### src/source/swu_pkg.sv
package swu_pkg;

   //////////////////////////////////////////////////
   // element indices
   //////////////////////////////////////////////////

   // frame-relative index width for frames of about one million elements
   localparam int IDX_W = 20;

   // channel-fold element index counted from the start of the frame
   typedef logic [IDX_W-1:0] idx_t;

   //////////////////////////////////////////////////
   // read control state
   //////////////////////////////////////////////////

   // RUN      both writer and reader busy in the frame
   // WR_DONE  frame fully written, reader still draining windows
   // RD_DONE  last window element accepted, writer still filling
   // RESTART  single cycle that clears all frame counters
   typedef enum logic [1:0] {
      RUN     = 2'd0,
      WR_DONE = 2'd1,
      RD_DONE = 2'd2,
      RESTART = 2'd3
   } swu_state_e;

endpackage

### src/source/swu_fill_tracker.sv
`timescale 1ns/1ps

module swu_fill_tracker #(
   parameter int IFM_W   = 7,
   parameter int IFM_H   = 6,
   parameter int CH_FOLD = 2,
   parameter int DEPTH   = 42
) (
   input  logic            clk,
   input  logic            resetn,
   input  logic            in_valid_i,
   input  swu_pkg::idx_t   oldest_idx_i,
   input  logic            frame_clear_i,
   input  logic            wr_hold_i,
   output logic            in_ready_o,
   output logic            wr_fire_o,
   output swu_pkg::idx_t   wr_count_o,
   output logic            wr_frame_done_o
);

   // elements in one full input frame
   localparam int FRAME_LEN = IFM_H * IFM_W * CH_FOLD;

   // one extra bit so that oldest plus depth cannot overflow
   logic [swu_pkg::IDX_W:0] space_limit;
   logic                    has_space;

   //////////////////////////////////////////////////
   // space rule
   //////////////////////////////////////////////////

   // equivalent to wr_count - oldest < DEPTH, but also holds once the
   // reader has moved its oldest row past the write position
   assign space_limit = {1'b0, oldest_idx_i} + (swu_pkg::IDX_W + 1)'(DEPTH);
   assign has_space   = {1'b0, wr_count_o} < space_limit;

   assign wr_frame_done_o = wr_count_o == swu_pkg::idx_t'(FRAME_LEN);

   // no new frame data until the restart cycle has cleared the counters
   assign in_ready_o = !wr_hold_i && !wr_frame_done_o && has_space;
   assign wr_fire_o  = in_valid_i && in_ready_o;

   //////////////////////////////////////////////////
   // element counter
   //////////////////////////////////////////////////

   always_ff @(posedge clk) begin
      if (!resetn || frame_clear_i) begin
         wr_count_o <= '0;
      end else if (wr_fire_o) begin
         wr_count_o <= wr_count_o + 1'b1;
      end
   end

endmodule

### src/source/swu_line_buffer.sv
`timescale 1ns/1ps

module swu_line_buffer #(
   parameter int DEPTH  = 42,
   parameter int ELEM_W = 16
) (
   input  logic                     clk,
   input  logic                     resetn,
   input  logic                     wr_fire_i,
   input  logic [ELEM_W-1:0]        wr_data_i,
   input  logic                     rd_en_i,
   input  logic [$clog2(DEPTH)-1:0] rd_addr_i,
   input  logic                     frame_clear_i,
   output logic [ELEM_W-1:0]        rd_data_o
);

   localparam int AW = $clog2(DEPTH);

   // KERNEL_H image rows where element i of the frame lives at i mod DEPTH
   logic [ELEM_W-1:0] mem [DEPTH];
   logic [AW-1:0]     wr_ptr;

   // write pointer follows the frame index modulo DEPTH
   always_ff @(posedge clk) begin
      if (!resetn || frame_clear_i) begin
         wr_ptr <= '0;
      end else if (wr_fire_i) begin
         if (wr_ptr == AW'(DEPTH - 1)) begin
            wr_ptr <= '0;
         end else begin
            wr_ptr <= wr_ptr + 1'b1;
         end
      end
   end

   always_ff @(posedge clk) begin
      if (wr_fire_i) begin
         mem[wr_ptr] <= wr_data_i;
      end
   end

   // output register holds its value while the consumer stalls
   always_ff @(posedge clk) begin
      if (rd_en_i) begin
         rd_data_o <= mem[rd_addr_i];
      end
   end

endmodule

### src/source/swu_window_counter.sv
`timescale 1ns/1ps

module swu_window_counter #(
   parameter int IFM_W    = 7,
   parameter int CH_FOLD  = 2,
   parameter int KERNEL_H = 3,
   parameter int KERNEL_W = 3,
   parameter int STRIDE   = 2,
   parameter int OFM_W    = 3,
   parameter int OFM_H    = 2,
   parameter int DEPTH    = 42
) (
   input  logic                     clk,
   input  logic                     resetn,
   input  logic                     rd_en_i,
   input  logic                     frame_clear_i,
   output swu_pkg::idx_t            need_idx_o,
   output swu_pkg::idx_t            oldest_idx_o,
   output logic [$clog2(DEPTH)-1:0] rd_addr_o,
   output logic                     win_last_o
);

   localparam int AW        = $clog2(DEPTH);
   localparam int ROW_LEN   = IFM_W * CH_FOLD;
   localparam int COL_STEP  = STRIDE * CH_FOLD;
   localparam int ROW_STEP  = STRIDE * ROW_LEN;
   localparam int BASE_STEP = ROW_STEP % DEPTH;
   localparam int CH_W      = $clog2(CH_FOLD + 1);
   localparam int KW_W      = $clog2(KERNEL_W + 1);
   localparam int KH_W      = $clog2(KERNEL_H + 1);
   localparam int COL_W     = $clog2(OFM_W + 1);
   localparam int ROW_W     = $clog2(OFM_H + 1);

   logic [CH_W-1:0]  ch;
   logic [KW_W-1:0]  kw;
   logic [KH_W-1:0]  kh;
   logic [COL_W-1:0] ofm_col;
   logic [ROW_W-1:0] ofm_row;

   // col_off is ofm_col * STRIDE * CH_FOLD, rd_base is oldest_idx mod DEPTH
   swu_pkg::idx_t    col_off;
   swu_pkg::idx_t    win_off;
   swu_pkg::idx_t    buf_off;
   logic [AW-1:0]    rd_base;
   logic [AW:0]      base_sum;
   logic [AW:0]      addr_sum;
   logic             ch_wrap;
   logic             kw_wrap;
   logic             kh_wrap;
   logic             col_wrap;

   assign ch_wrap  = ch == CH_W'(CH_FOLD - 1);
   assign kw_wrap  = kw == KW_W'(KERNEL_W - 1);
   assign kh_wrap  = kh == KH_W'(KERNEL_H - 1);
   assign col_wrap = ofm_col == COL_W'(OFM_W - 1);

   assign win_last_o = ch_wrap && kw_wrap && kh_wrap && col_wrap
                       && ofm_row == ROW_W'(OFM_H - 1);

   //////////////////////////////////////////////////
   // frame index and buffer address
   //////////////////////////////////////////////////

   // offset inside the window, kernel row major then column then fold
   assign win_off = swu_pkg::idx_t'(kh * ROW_LEN + kw * CH_FOLD + ch);
   assign buf_off = col_off + win_off;

   assign oldest_idx_o = swu_pkg::idx_t'(ofm_row * ROW_STEP);
   assign need_idx_o   = oldest_idx_o + buf_off;

   // buf_off stays below DEPTH, so one subtraction is enough
   assign addr_sum  = {1'b0, rd_base} + {1'b0, buf_off[AW-1:0]};
   assign rd_addr_o = (addr_sum >= (AW + 1)'(DEPTH)) ?
                      AW'(addr_sum - (AW + 1)'(DEPTH)) : addr_sum[AW-1:0];

   assign base_sum = {1'b0, rd_base} + (AW + 1)'(BASE_STEP);

   //////////////////////////////////////////////////
   // position counters
   //////////////////////////////////////////////////

   always_ff @(posedge clk) begin
      if (!resetn || frame_clear_i) begin
         ch      <= '0;
         kw      <= '0;
         kh      <= '0;
         ofm_col <= '0;
         ofm_row <= '0;
         col_off <= '0;
         rd_base <= '0;
      end else if (rd_en_i) begin
         if (!ch_wrap) begin
            ch <= ch + 1'b1;
         end else begin
            ch <= '0;
            if (!kw_wrap) begin
               kw <= kw + 1'b1;
            end else begin
               kw <= '0;
               if (!kh_wrap) begin
                  kh <= kh + 1'b1;
               end else begin
                  kh <= '0;
                  if (!col_wrap) begin
                     ofm_col <= ofm_col + 1'b1;
                     col_off <= col_off + swu_pkg::idx_t'(COL_STEP);
                  end else begin
                     ofm_col <= '0;
                     col_off <= '0;
                     // after the final window ofm_row rests at OFM_H, which
                     // pushes oldest_idx forward and frees the writer
                     ofm_row <= ofm_row + 1'b1;
                     rd_base <= (base_sum >= (AW + 1)'(DEPTH)) ?
                                AW'(base_sum - (AW + 1)'(DEPTH)) : base_sum[AW-1:0];
                  end
               end
            end
         end
      end
   end

endmodule

### src/source/swu_read_fsm.sv
`timescale 1ns/1ps

module swu_read_fsm (
   input  logic          clk,
   input  logic          resetn,
   input  swu_pkg::idx_t need_idx_i,
   input  swu_pkg::idx_t wr_count_i,
   input  logic          win_last_i,
   input  logic          wr_frame_done_i,
   input  logic          out_ready_i,
   output logic          rd_en_o,
   output logic          out_valid_o,
   output logic          wr_hold_o,
   output logic          frame_clear_o
);

   swu_pkg::swu_state_e state;

   // the final window element has been issued to the buffer
   logic last_rd;
   logic rd_active;
   logic out_free;
   logic last_accept;

   //////////////////////////////////////////////////
   // read issue
   //////////////////////////////////////////////////

   assign rd_active = state == swu_pkg::RUN || state == swu_pkg::WR_DONE;

   // output register empty, or emptied by the consumer this cycle
   assign out_free = !out_valid_o || out_ready_i;

   // element must already be in the buffer before it is read
   assign rd_en_o = rd_active && !last_rd && (need_idx_i < wr_count_i) && out_free;

   // only one element in flight, so this is the last one of the frame
   assign last_accept = last_rd && out_valid_o && out_ready_i;

   assign wr_hold_o     = state == swu_pkg::WR_DONE || state == swu_pkg::RESTART;
   assign frame_clear_o = state == swu_pkg::RESTART;

   always_ff @(posedge clk) begin
      if (!resetn || frame_clear_o) begin
         out_valid_o <= 1'b0;
         last_rd     <= 1'b0;
      end else begin
         if (rd_en_o) begin
            out_valid_o <= 1'b1;
         end else if (out_ready_i) begin
            out_valid_o <= 1'b0;
         end
         if (rd_en_o && win_last_i) begin
            last_rd <= 1'b1;
         end
      end
   end

   //////////////////////////////////////////////////
   // frame sequencing
   //////////////////////////////////////////////////

   always_ff @(posedge clk) begin
      if (!resetn) begin
         state <= swu_pkg::RUN;
      end else begin
         case (state)
            swu_pkg::RUN: begin
               if (last_accept && wr_frame_done_i) begin
                  state <= swu_pkg::RESTART;
               end else if (last_accept) begin
                  state <= swu_pkg::RD_DONE;
               end else if (wr_frame_done_i) begin
                  state <= swu_pkg::WR_DONE;
               end
            end
            swu_pkg::WR_DONE: begin
               if (last_accept) begin
                  state <= swu_pkg::RESTART;
               end
            end
            swu_pkg::RD_DONE: begin
               // writer still has leftover rows and columns to take in
               if (wr_frame_done_i) begin
                  state <= swu_pkg::RESTART;
               end
            end
            default: begin
               state <= swu_pkg::RUN;
            end
         endcase
      end
   end

endmodule

### src/source/swu_top.sv
`timescale 1ns/1ps

module swu_top #(
   parameter int IFM_W    = 7,
   parameter int IFM_H    = 6,
   parameter int CH_FOLD  = 2,
   parameter int KERNEL_H = 3,
   parameter int KERNEL_W = 3,
   parameter int STRIDE   = 2,
   parameter int ELEM_W   = 16
) (
   input  logic              clk,
   input  logic              resetn,
   input  logic [ELEM_W-1:0] in_data_i,
   input  logic              in_valid_i,
   output logic              in_ready_o,
   output logic [ELEM_W-1:0] out_data_o,
   output logic              out_valid_o,
   input  logic              out_ready_i
);

   // leftover rows and columns beyond the last full stride are dropped
   localparam int OFM_W = (IFM_W - KERNEL_W) / STRIDE + 1;
   localparam int OFM_H = (IFM_H - KERNEL_H) / STRIDE + 1;
   localparam int DEPTH = KERNEL_H * IFM_W * CH_FOLD;

   logic                     wr_fire;
   logic                     wr_frame_done;
   logic                     wr_hold;
   logic                     win_last;
   logic                     rd_en;
   logic                     frame_clear;
   swu_pkg::idx_t            wr_count;
   swu_pkg::idx_t            need_idx;
   swu_pkg::idx_t            oldest_idx;
   logic [$clog2(DEPTH)-1:0] rd_addr;

   //////////////////////////////////////////////////
   // write side
   //////////////////////////////////////////////////

   swu_fill_tracker #(
      .IFM_W   (IFM_W),
      .IFM_H   (IFM_H),
      .CH_FOLD (CH_FOLD),
      .DEPTH   (DEPTH)
   ) i_fill_tracker (
      .clk             (clk),
      .resetn          (resetn),
      .in_valid_i      (in_valid_i),
      .oldest_idx_i    (oldest_idx),
      .frame_clear_i   (frame_clear),
      .wr_hold_i       (wr_hold),
      .in_ready_o      (in_ready_o),
      .wr_fire_o       (wr_fire),
      .wr_count_o      (wr_count),
      .wr_frame_done_o (wr_frame_done)
   );

   swu_line_buffer #(
      .DEPTH  (DEPTH),
      .ELEM_W (ELEM_W)
   ) i_line_buffer (
      .clk           (clk),
      .resetn        (resetn),
      .wr_fire_i     (wr_fire),
      .wr_data_i     (in_data_i),
      .rd_en_i       (rd_en),
      .rd_addr_i     (rd_addr),
      .frame_clear_i (frame_clear),
      .rd_data_o     (out_data_o)
   );

   //////////////////////////////////////////////////
   // read side
   //////////////////////////////////////////////////

   swu_window_counter #(
      .IFM_W    (IFM_W),
      .CH_FOLD  (CH_FOLD),
      .KERNEL_H (KERNEL_H),
      .KERNEL_W (KERNEL_W),
      .STRIDE   (STRIDE),
      .OFM_W    (OFM_W),
      .OFM_H    (OFM_H),
      .DEPTH    (DEPTH)
   ) i_window_counter (
      .clk           (clk),
      .resetn        (resetn),
      .rd_en_i       (rd_en),
      .frame_clear_i (frame_clear),
      .need_idx_o    (need_idx),
      .oldest_idx_o  (oldest_idx),
      .rd_addr_o     (rd_addr),
      .win_last_o    (win_last)
   );

   swu_read_fsm i_read_fsm (
      .clk             (clk),
      .resetn          (resetn),
      .need_idx_i      (need_idx),
      .wr_count_i      (wr_count),
      .win_last_i      (win_last),
      .wr_frame_done_i (wr_frame_done),
      .out_ready_i     (out_ready_i),
      .rd_en_o         (rd_en),
      .out_valid_o     (out_valid_o),
      .wr_hold_o       (wr_hold),
      .frame_clear_o   (frame_clear)
   );

endmodule

### config.mk
export PLATFORM = sky130hd
export DESIGN_NAME = swu_top
export DESIGN_NICKNAME = d
export VERILOG_FILES = /design/src/source/swu_pkg.sv /design/src/source/swu_fill_tracker.sv /design/src/source/swu_line_buffer.sv /design/src/source/swu_window_counter.sv /design/src/source/swu_read_fsm.sv /design/src/source/swu_top.sv
export SDC_FILE = /design/constraint.sdc
export NUM_CORES = 1
export LEC_CHECK = 0
export BUFFER_PORTS_ARGS = -buffer_cell sky130_fd_sc_hd__buf_2
export CORE_ASPECT_RATIO = 1.5
export CORE_MARGIN = 10
export CORE_UTILIZATION = 35
export DETAILED_ROUTE_END_ITERATION = 12
export GPL_TIMING_DRIVEN = 0
export HOLD_SLACK_MARGIN = 0.02
export PLACE_DENSITY = 0.49
export SLEW_MARGIN = 20
export SYNTH_ARGS = -nofsm -noshare
export SYNTH_HDL_FRONTEND = slang
export SYNTH_SLANG_ARGS = --single-unit
### constraint.sdc
create_clock -name clk -period 11.2 [get_ports clk]
set_input_delay 1.68 -clock clk [delete_from_list [all_inputs] [get_ports clk]]
set_output_delay 1.68 -clock clk [all_outputs]
set_load 0.01 [all_outputs]
Yosys cells after proc, flatten, opt, wreduce, memory -nomap -nowiden
Memory sizes are Yosys's and may differ from the RTL's. A register that Yosys moved wholly into a read port is not among the register bits.
Index checks and enable logic that the tools add are counted.
{ "totals": {"reg_bits": 66, "ramBits": 672, "in_bits": 20, "out_inout_bits": 18, "word_cells": 97, "mem_count": 1} }
{ "mem_list": {"columns": ["memory", "words", "width", "rd", "rd_ports_with_merged_regs", "write_ports", "line_no", "source"], "rows": [
  ["i_line_buffer.mem", 42, 16, 1, 1, 1, "swu_line_buffer.sv:20", "logic [ELEM_W-1:0] mem [DEPTH];"]
]} }
{ "op_classes": {"add_sub_neg": 17, "multipliers": 2, "n_lt_le_gt_ge": 4, "n_eq_ne": 13, "n_mux": 18, "n_reduce_logical": 30} }
{ "op_table": {"columns": ["cell", "n"], "rows": [
  ["$lt 20x21->1", 1],
  ["$add 20x1->20 const B", 1],
  ["$add 20x2->20", 1],
  ["$add 20x20->20", 1],
  ["$add 20x3->20 const B", 1],
  ["$add 7x20->20", 1],
  ["$eq 20x7->1 const B", 1],
  ["$lt 20x20->1", 1],
  ["$mux 20", 1],
  ["$mux 2", 9],
  ["$mux 6", 3],
  ["$ge 7x6->1 const B", 2],
  ["$logic_and 1x1->1", 14],
  ["$sub 6x6->6 const B", 2],
  ["$add 2x1->2 const B", 5],
  ["$eq 2x2->1 const B", 5],
  ["$mul 2x3->5 const B", 2],
  ["$add 7x6->8 const B", 1],
  ["$add 6x3->7", 1],
  ["$add 6x5->7 const B", 1],
  ["$add 6x6->7", 1],
  ["$add 6x1->6 const B", 1],
  ["$eq 2x1->1 const B", 3],
  ["$eq 6x6->1 const B", 1],
  ["other kinds (13)", 24]
]} }

Longest topological paths before layout
Gate-level depths: netlist of run 1.
{ "depth": {"depth_word": 9, "ltp_mapped": 32, "depth_no_buf": 30} }

Modules after synthesis
A second synthesis of run 1 with hierarchy kept.
{ "unflattened": {"hier_cells": 2165, "area_unflattened_um2": 33105.5} }
{ "modules_own_cells": {"columns": ["mod", "n_inst", "cells_each", "area_each_um2", "seq_area_each_um2"], "rows": [
  ["swu_line_buffer", 1, 1423, 27272.4, 20779.9],
  ["swu_window_counter", 1, 396, 3239.4, 660.6],
  ["swu_fill_tracker", 1, 240, 1821.7, 400.4],
  ["swu_read_fsm", 1, 106, 772.0, 80.1]
]} }

Least setup slack after synthesis of run 1
Ideal clock, no wire load.
{ "synth_path": {"path_kind": "register -> register", "startpoint": "reg i_window_counter.kh[0]", "endpoint": "reg i_line_buffer.rd_data_o[0], read port of i_line_buffer.mem (enable)", "setup_time_ns": 0.399, "t_arrival_ns": 6.523, "t_required_ns": 10.801, "setup_slack_ns": 4.278, "path_stages_with_launch": 25, "n_path_buf": 1, "synth_period_minus_slack_ns": 6.922, "cell_sequence": "dfxtp_1 inv_1 ha_1 fa_1 xnor2_1 ha_1 ha_1 a21oi_1 o21ai_0 a2111oi_0 nor3_1 xor2_1 o2111ai_1 nor4_2 nand2_1 xor2_1 ha_1 a21oi_1 nor2b_1 o21ai_0 o211ai_1 a2111oi_0 o21ai_1 clkbuf_1 a21oi_1"} }
{ "synth_between": {"elab_chain_len": 8, "elab_cells_between_ends": 12, "cone_classes": "6 x add/sub; 1 x mul; 2 x order compare; 1 x mux; 2 x reduce/logical"} }
{ "synth_rtl": {"columns": ["item", "line_no", "source"], "rows": [
  ["from (decl)", "swu_window_counter.sv:36", "logic [KH_W-1:0] kh;"],
  ["from (signal assigned)", "swu_window_counter.sv:101", "kh <= kh + 1'b1;"],
  ["$mul 2x3->5", "swu_window_counter.sv:65", "assign win_off = swu_pkg::idx_t'(kh * ROW_LEN + kw * CH_FOLD + ch);"],
  ["$add 6x3->7", "swu_window_counter.sv:65", null],
  ["$add 20x2->20", "swu_window_counter.sv:65", null],
  ["$add 20x20->20", "swu_window_counter.sv:66", "assign buf_off = col_off + win_off;"],
  ["$add 7x20->20", "swu_window_counter.sv:69", "assign need_idx_o = oldest_idx_o + buf_off;"],
  ["$lt 20x20->1", "swu_read_fsm.sv:35", "assign rd_en_o = rd_active && !last_rd && (need_idx_i < wr_count_i) && out_free;"],
  ["$logic_and 1x1->1 (2 in series)", "swu_read_fsm.sv:35", null],
  ["via i_line_buffer.rd_en_i", "swu_line_buffer.sv:11", "input logic rd_en_i,"],
  ["to (decl)", "swu_line_buffer.sv:14", "output logic [ELEM_W-1:0] rd_data_o"]
]} }
The timed path passes the listed nets, and every way through them passes these cells.
A chain may end at the register's enable or synchronous reset.

Worst setup path after layout of run 1
{ "layout_path": {"startpoint": "reg i_window_counter.kh[0]", "endpoint": "reg i_window_counter.col_off[2]"} }
{ "layout_between": {"elab_chain_len": 9, "elab_cells_between_ends": 10, "cone_classes": "4 x add/sub; 1 x mul; 1 x order compare; 1 x eq/ne; 3 x reduce/logical"} }
{ "layout_rtl": {"columns": ["item", "line_no", "source"], "rows": [
  ["$mul 2x3->5", "swu_window_counter.sv:65", null],
  ["$add 6x3->7", "swu_window_counter.sv:65", null],
  ["$add 20x2->20", "swu_window_counter.sv:65", null],
  ["$add 20x20->20", "swu_window_counter.sv:66", null],
  ["$add 7x20->20", "swu_window_counter.sv:69", null],
  ["$lt 20x20->1", "swu_read_fsm.sv:35", null],
  ["$logic_and 1x1->1 (2 in series)", "swu_read_fsm.sv:35", null],
  ["$reduce_and 4->1 (no source line) *", null, null],
  ["to (signal assigned)", "swu_window_counter.sv:106", "col_off <= col_off + swu_pkg::idx_t'(COL_STEP);"],
  ["to (decl)", "swu_window_counter.sv:41", "swu_pkg::idx_t col_off;"]
]} }
Mark *: on every way between the ends. The rest lies on a longest branch, timed or not.

==> reports/results.txt, run 1 <==
Placed cell area: 34,540 um2
CTS buffer count: 76
Tcrit/Tclk final: 0.7128
MaxCap Viol Count: 0
DRC errors left: 0
DP Cell Count: 3,359
Req. time, crit path: 11.73 ns
CP Launch Type: register
DR vias: 19,260
Register area share after synthesis: 0.6781
Seq cells post-synth: 751
Number of global-route vias before repair: 19,450
Clock latency on the worst-skew pair: 0.66 ns
CTS tree: done
IO Port Bufs: 37
Vias/cell: 5.509
RSZ-0062 raised after global routing: false
Total Nets Final: 2,363
Avg Cell Area, Syn: 15.29 um2
Die W: 268.1 um
Status: completed
H-tree depth: 3
Pins Over Slew Limit: 0
Setup TNS: 0 ns
GRT Overall Usage: 0.1749
Post-Layout Cell Count: 3,496
Worst VDD drop: 0.1305 mV
Area added between synthesis and finish: 14.76%
Worst slew margin: 0.2274
Die area: 105,200 um2
Post-synthesis cell count: 2,114
Post-detail-place hpwl: 63,610 um
Pre-CTS setup slack: 3.217 ns
Top FF cell, synth: edfxtp_1
First-pass DRT Iterations: 8
Drt initial violations: 1,247
Post-CTS sizing: 0
Gr ovfl total: 0
CTS Root Cell: clkbuf_16
Hold Crit Class: reg -> reg
Final ANT Viol Nets: 0
LEAKAGE: 11.76 nW
Distinct cells, synth: 75
Clock tree sinks: 751
Critical path arrival: 8.51 ns
Max Root-Sink Buffers: 3
RePlAce Congestion: 0.8818
Top-Level Pins: 38
Least-Margin Pin Slew: 1.159 ns
Share of post-route cells with drive strength above 1: 0.1860
Hold buffer count at CTS: 0
Number of synthesized flops with an enable pin: 688
Tmin final: 7.983 ns
First-pass GRT wire length: 133,600 um
Crit path max fanout: 10
Post-CTS setup buffer count: 0
Design Area, Final: 37,090 um2
Drt total wl: 91,950 um
Starting Density: 0.3524
Synth async-reset ratio: 0
Core box area: 91,720 um2
Fill count: 8,399
Clk slew on worst S/H paths: 0.06 ns
Crit. End Element: register
Synth Cell Area: 32,320 um2
Core Rows: 136
Fin. Hold Viols: 0
Final setup fails: 0
Clock skew: 0.02700 ns
Die Y: 392.2 um
# diodes: 0
Routed len/inst: 26.30 um
PD cells: 188.9 nW/um2
Maximum clock frequency: 0.1253 GHz
Initial antenna violation count: 3
Yosys warnings: 0
Mapped Nets: 2,212
Fin worst setup slack: 3.217 ns
Largest net degree at the start of global routing: 43
WS Path Type: reg -> reg
## power by group
group          internal (mW)  switching [mW]
combinational          0.445           0.789
clock                   1.52            1.08
sequential              3.14          0.0316
## sequential cells by signal, summed over array words and instances, names as in the netlist, 5 cells and up
| name | flops |
|---|---|
| i_line_buffer.mem | 672 |
| i_fill_tracker.wr_count_o | 20 |
| i_window_counter.col_off | 18 |
| i_line_buffer.rd_data_o | 16 |
| i_line_buffer.wr_ptr | 6 |
| i_window_counter.rd_base | 5 |
## worst max-delay path: stages (launching register included)
cell and delay [ns]:
dfxtp_1 0.40, inv_1 0.09, ha_1 0.34, fa_1 0.44
xnor2_1 0.18, ha_1 0.26, ha_1 0.33, a21oi_1 0.21
o21ai_0 0.15, a2111oi_0 0.83, nor3_1 0.25, xor2_1 0.32
o2111ai_1 0.24, nor4_2 0.43, nand2_1 0.11, xor2_1 0.24
ha_1 0.30, a21oi_1 0.15, nor2b_1 0.06, o21ai_0 0.16
o211ai_1 0.19, a2111oi_0 0.32, o21ai_1 0.35, a21o_1 0.28
o21ai_1 0.63, clkbuf_1 0.47, nor2_1 0.11
## metrics by stage
stage	total power, mW	hold WS [ns]	utilization
2_1_floorplan	3.977	0.4360	-
3_3_place_gp	4.450	0.4495	0.3705
3_5_place_dp	4.477	0.4566	0.3766
4_1_cts	7.086	0.4651	0.4042
5_1_grt	7.268	0.4888	0.4044
6_report	7.007	0.4655	0.4044
## cells in the final DEF (no fill, tap or decap), types with 30 or more instances in the layout
cell,instances
a21oi_1,78
nand3_1,53
xnor2_1,42
mux4_2,65
nand2_1,106
nor2_1,72
inv_1,47
a221oi_1,30
mux2i_1,84
dfxtp_1,63
o22ai_1,79
mux2_2,69
clkbuf_1,87
ha_1,74
edfxtp_1,688
nor2_2,41
buf_2,68
o21ai_0,53
a211oi_1,39
clkbuf_16,79
## area by class of cell
type / instances / area (um2) / area share
Multi-Input combinational cell: 1197 / 9829 / 0.2650
Buffer: 119 / 525.5 / 0.01417
Timing Repair Buffer: 73 / 643.1 / 0.01734
Inverter: 47 / 176.4 / 0.004756
Clock inverter: 41 / 464.2 / 0.01251
Tap cell: 1173 / 1468 / 0.03957
Sequential cell: 751 / 21920 / 0.5910
Clock buffer: 95 / 2067 / 0.05572
## final timing paths
path	endpoint	from	cells after the start	slack, ns
max	i_window_counter.col_off[2]	i_window_counter.kh[0]	26	3.22
max reg2reg	i_window_counter.col_off[2]	i_window_counter.kh[0]	26	3.22
min	i_fill_tracker.wr_count_o[16]	i_fill_tracker.wr_count_o[16]	2	0.47
min reg2reg	i_fill_tracker.wr_count_o[16]	i_fill_tracker.wr_count_o[16]	2	0.47
## layer usage
layer	wire length, um	GRT usage	vias to the layer above
met5	36	0	-
met4	3297	0.07193	4
met3	4241	0.02532	124
met2	48510	0.3169	582
met1	35860	0.2035	9874
li1	-	-	8677
## synthesized netlist by cell type (53+ instances only)
library cell  number  area, um2
nand2_1          106      397.9
mux2i_1           84      840.8
o21ai_0           53      265.3
mux2_2            69      777.0
ha_1              74      925.9
o22ai_1           79      494.2
clkbuf_1          75      281.5
mux4_2            65       1464
nor2_1           114      427.9
a21oi_1           79      395.4
nand3_1           53      265.3
dfxtp_1           63       1261
edfxtp_1         688      20660
## kinds of logic after synthesis
| family | synth area share |
|---|---|
| AOI/OAI and AO/OA | 0.08957 |
| xor gates and xnor gates | 0.01657 |
| adders and majority gates | 0.03112 |
| buffers and inverters | 0.02168 |
| DFF | 0.6781 |
| muxes | 0.09534 |
| other | 0.0001160 |
| and+or+nand+nor | 0.06747 |
No activity file was read; power rests on OpenSTA's default activity.
==> run 2: changes to the inputs <==
--- a/config.mk
+++ b/config.mk
@@ -12,7 +12,7 @@
 export DETAILED_ROUTE_END_ITERATION = 12
 export GPL_TIMING_DRIVEN = 0
 export HOLD_SLACK_MARGIN = 0.02
-export PLACE_DENSITY = 0.49
+export PLACE_DENSITY = 0.51
 export SLEW_MARGIN = 20
 export SYNTH_ARGS = -nofsm -noshare
 export SYNTH_HDL_FRONTEND = slang
==> constraint.sdc (replaced) <==
create_clock -name clk -period 6.5 [get_ports clk]
set_input_delay 0.975 -clock clk [delete_from_list [all_inputs] [get_ports clk]]
set_output_delay 0.975 -clock clk [all_outputs]
set_load 0.01 [all_outputs]
==> run 2 against run 1 <==
Worst setup slack got worse by 3.1 ns. First-iteration DRC count rose by 27%. Maximum frequency rose by 24%. Utilization rose by 0.82 points. Sequential cell count did not move. Sequential share of layout area fell by 1.2 points. Routed wire length fell by 0.36%. Non-clock buffer count rose by 21. Global-route usage fell by 0.11 points. Combinational power rose by 76%. Register-to-register slack got worse by 3.1 ns. Die area did not move.
==> reports/results.txt, run 2 (synthesis gave the netlist of run 1 again) <==
CP bufs+invs: 3
WS Path Type: reg -> reg
Die W: 268.1 um
Core Rows: 136
Worst VDD drop: 0.2023 mV
CP Launch Type: register
Critical path arrival: 7.02 ns
# diodes: 0
Post-detail-place hpwl: 62,990 um
Die Y: 392.2 um
Total Nets Final: 2,384
Drt total wl: 91,610 um
Crit path max fanout: 6
Hold Crit Class: reg -> reg
GRT Overall Usage: 0.1738
Crit. End Element: register
DP Cell Count: 3,356
Largest regs: i_line_buffer.mem x672, i_fill_tracker.wr_count_o x20, i_window_counter.col_off x18
Design Area, Final: 37,850 um2
Most common cell after layout, fill and taps aside: edfxtp_1
Share of post-route cells with drive strength above 1: 0.2232
Top delay family on crit path: adder cells
Die area: 105,200 um2
Max reg flops: 672
Starting Density: 0.3524
PD cells: 322.2 nW/um2
First-pass GRT wire length: 133,900 um
DRC errors left: 0
Clock skew: 0.03145 ns
Top-Level Pins: 38
Least-Margin Pin Slew: 1.124 ns
Routed len/inst: 26.02 um
Core box area: 91,720 um2
Clock tree sinks: 751
Max incr delay on CP: 0.62 ns
Placed cell area: 34,500 um2
Maximum clock frequency: 0.1557 GHz
Clk slew on worst S/H paths: 0.06 ns
Most frequent cells in the layout: edfxtp_1 (688), nand2_1 (106), mux2i_1 (83)
Vias/cell: 5.512
IO Port Bufs: 37
CTS Root Cell: clkbuf_16
Largest net degree at the start of global routing: 43
Initial antenna violation count: 2
Slowest CP cell: fa_2
LEAKAGE: 12.03 nW
Worst slew margin: 0.2508
Gr ovfl total: 0
CTS tree: done
CTS buffer count: 76
RSZ-0062 raised after global routing: true
Area added between synthesis and finish: 17.09%
RePlAce Congestion: 0.8882
H-tree depth: 3
MaxCap Viol Count: 0
Post-Layout Cell Count: 3,521
Pins Over Slew Limit: 0
Drt initial violations: 1,582
Number of global-route vias before repair: 19,870
First-pass DRT Iterations: 7
Tmin final: 6.421 ns
Req. time, crit path: 7.10 ns
Status: completed
Final ANT Viol Nets: 0
Max Root-Sink Buffers: 3
Fin. Hold Viols: 0
Hold buffer count at CTS: 0
Final setup fails: 0
Clock latency on the worst-skew pair: 0.67 ns
Tcrit/Tclk final: 0.9878
DR vias: 19,410
Most flop-heavy register: i_line_buffer.mem
## run 2: changes by cell type in the layout (fill, tap and decap cells not counted), moves of 5 or more
cell / change
a21oi_1: -9
ha_4: +6
ha_1: -6
clkbuf_1: -10
clkinv_1: +5
o21ai_0: -6
o21ai_2: +5
buf_4: +22
a21oi_2: +8
nor4_1: -5
## run 2: cell type report
| type | count | area, um2 |
|---|---|---|
| fillers | 8303 | 53870 |
| plain buffers | 119 | 566.8 |
| multi-input cells | 1197 | 10280 |
| repair buffers | 94 | 815.8 |
| well taps | 1173 | 1468 |
| inverters | 47 | 181.4 |
| clock buffers | 88 | 1968 |
| flip-flops and latches | 751 | 21930 |
| clock inverters | 52 | 639.4 |
## run 2: path summary, 6_finish.rpt
kind	from	to	slack, ns	cells after the start
setup / recovery	i_window_counter.kh[0]	i_window_counter.col_off[11]	0.08	26
hold / removal	i_fill_tracker.wr_count_o[17]	i_fill_tracker.wr_count_o[17]	0.46	2
setup reg to reg	i_window_counter.kh[0]	i_window_counter.col_off[11]	0.08	26
hold reg to reg	i_fill_tracker.wr_count_o[17]	i_fill_tracker.wr_count_o[17]	0.46	2
## run 2: what timing repair did
| item | in CTS | in global routing |
|---|---|---|
| pin swaps | 17 | 34 |
| resized for setup | 52 | 64 |
| setup endpoints to repair | 67 | 64 |
| buffers inserted | 12 | 12 |
## run 2: power by group
part / internal (mW) / switching (mW) / total [mW]
Clock: 2.64 / 1.93 / 4.57
Combinational: 0.798 / 1.37 / 2.16
Sequential: 5.40 / 0.0541 / 5.46
Total: 8.84 / 3.35 / 12.2
## run 2: routing by layer
metal	GRT usage	vias up	routed length, um
met4	0.06267	2	2927
met1	0.2049	10040	35920
met2	0.3156	533	48510
met5	0	-	13
met3	0.02550	132	4235
li1	-	8704	-
## run 2: worst reg2reg max path, cell delays in order, from the launching register on
cell and delay (ns):
dfxtp_4 0.38, inv_4 0.04, ha_4 0.27, fa_2 0.45
ha_4 0.29, inv_2 0.04, fa_2 0.62, inv_1 0.09
ha_1 0.23, fa_2 0.36, a21o_1 0.18, a21oi_2 0.17
nor2b_1 0.09, o2111ai_2 0.29, nor4_4 0.09, and2b_1 0.19
xnor2_1 0.16, ha_1 0.22, a21oi_2 0.13, nor2b_1 0.05
o21ai_1 0.13, o211ai_1 0.17, a2111oi_2 0.30, o21ai_2 0.22
a2111oi_4 0.54, or4b_4 0.53, a21oi_2 0.12
## run 2: stage by stage
step | power (mW) | util | hold slack [ns] | setup TNS [ns] | worst slack, ns
2_1_floorplan | 6.856 | - | 0.4360 | 0 | 0.08213
3_3_place_gp | 7.654 | 0.3706 | 0.4461 | -67.51 | -1.433
3_5_place_dp | 7.694 | 0.3762 | 0.4536 | -71.75 | -1.490
4_1_cts | 12.30 | 0.4084 | 0.4628 | 0 | 0.002954
5_1_grt | 12.64 | 0.4127 | 0.4864 | -2.340 | -0.2896
6_report | 12.19 | 0.4127 | 0.4607 | 0 | 0.07936
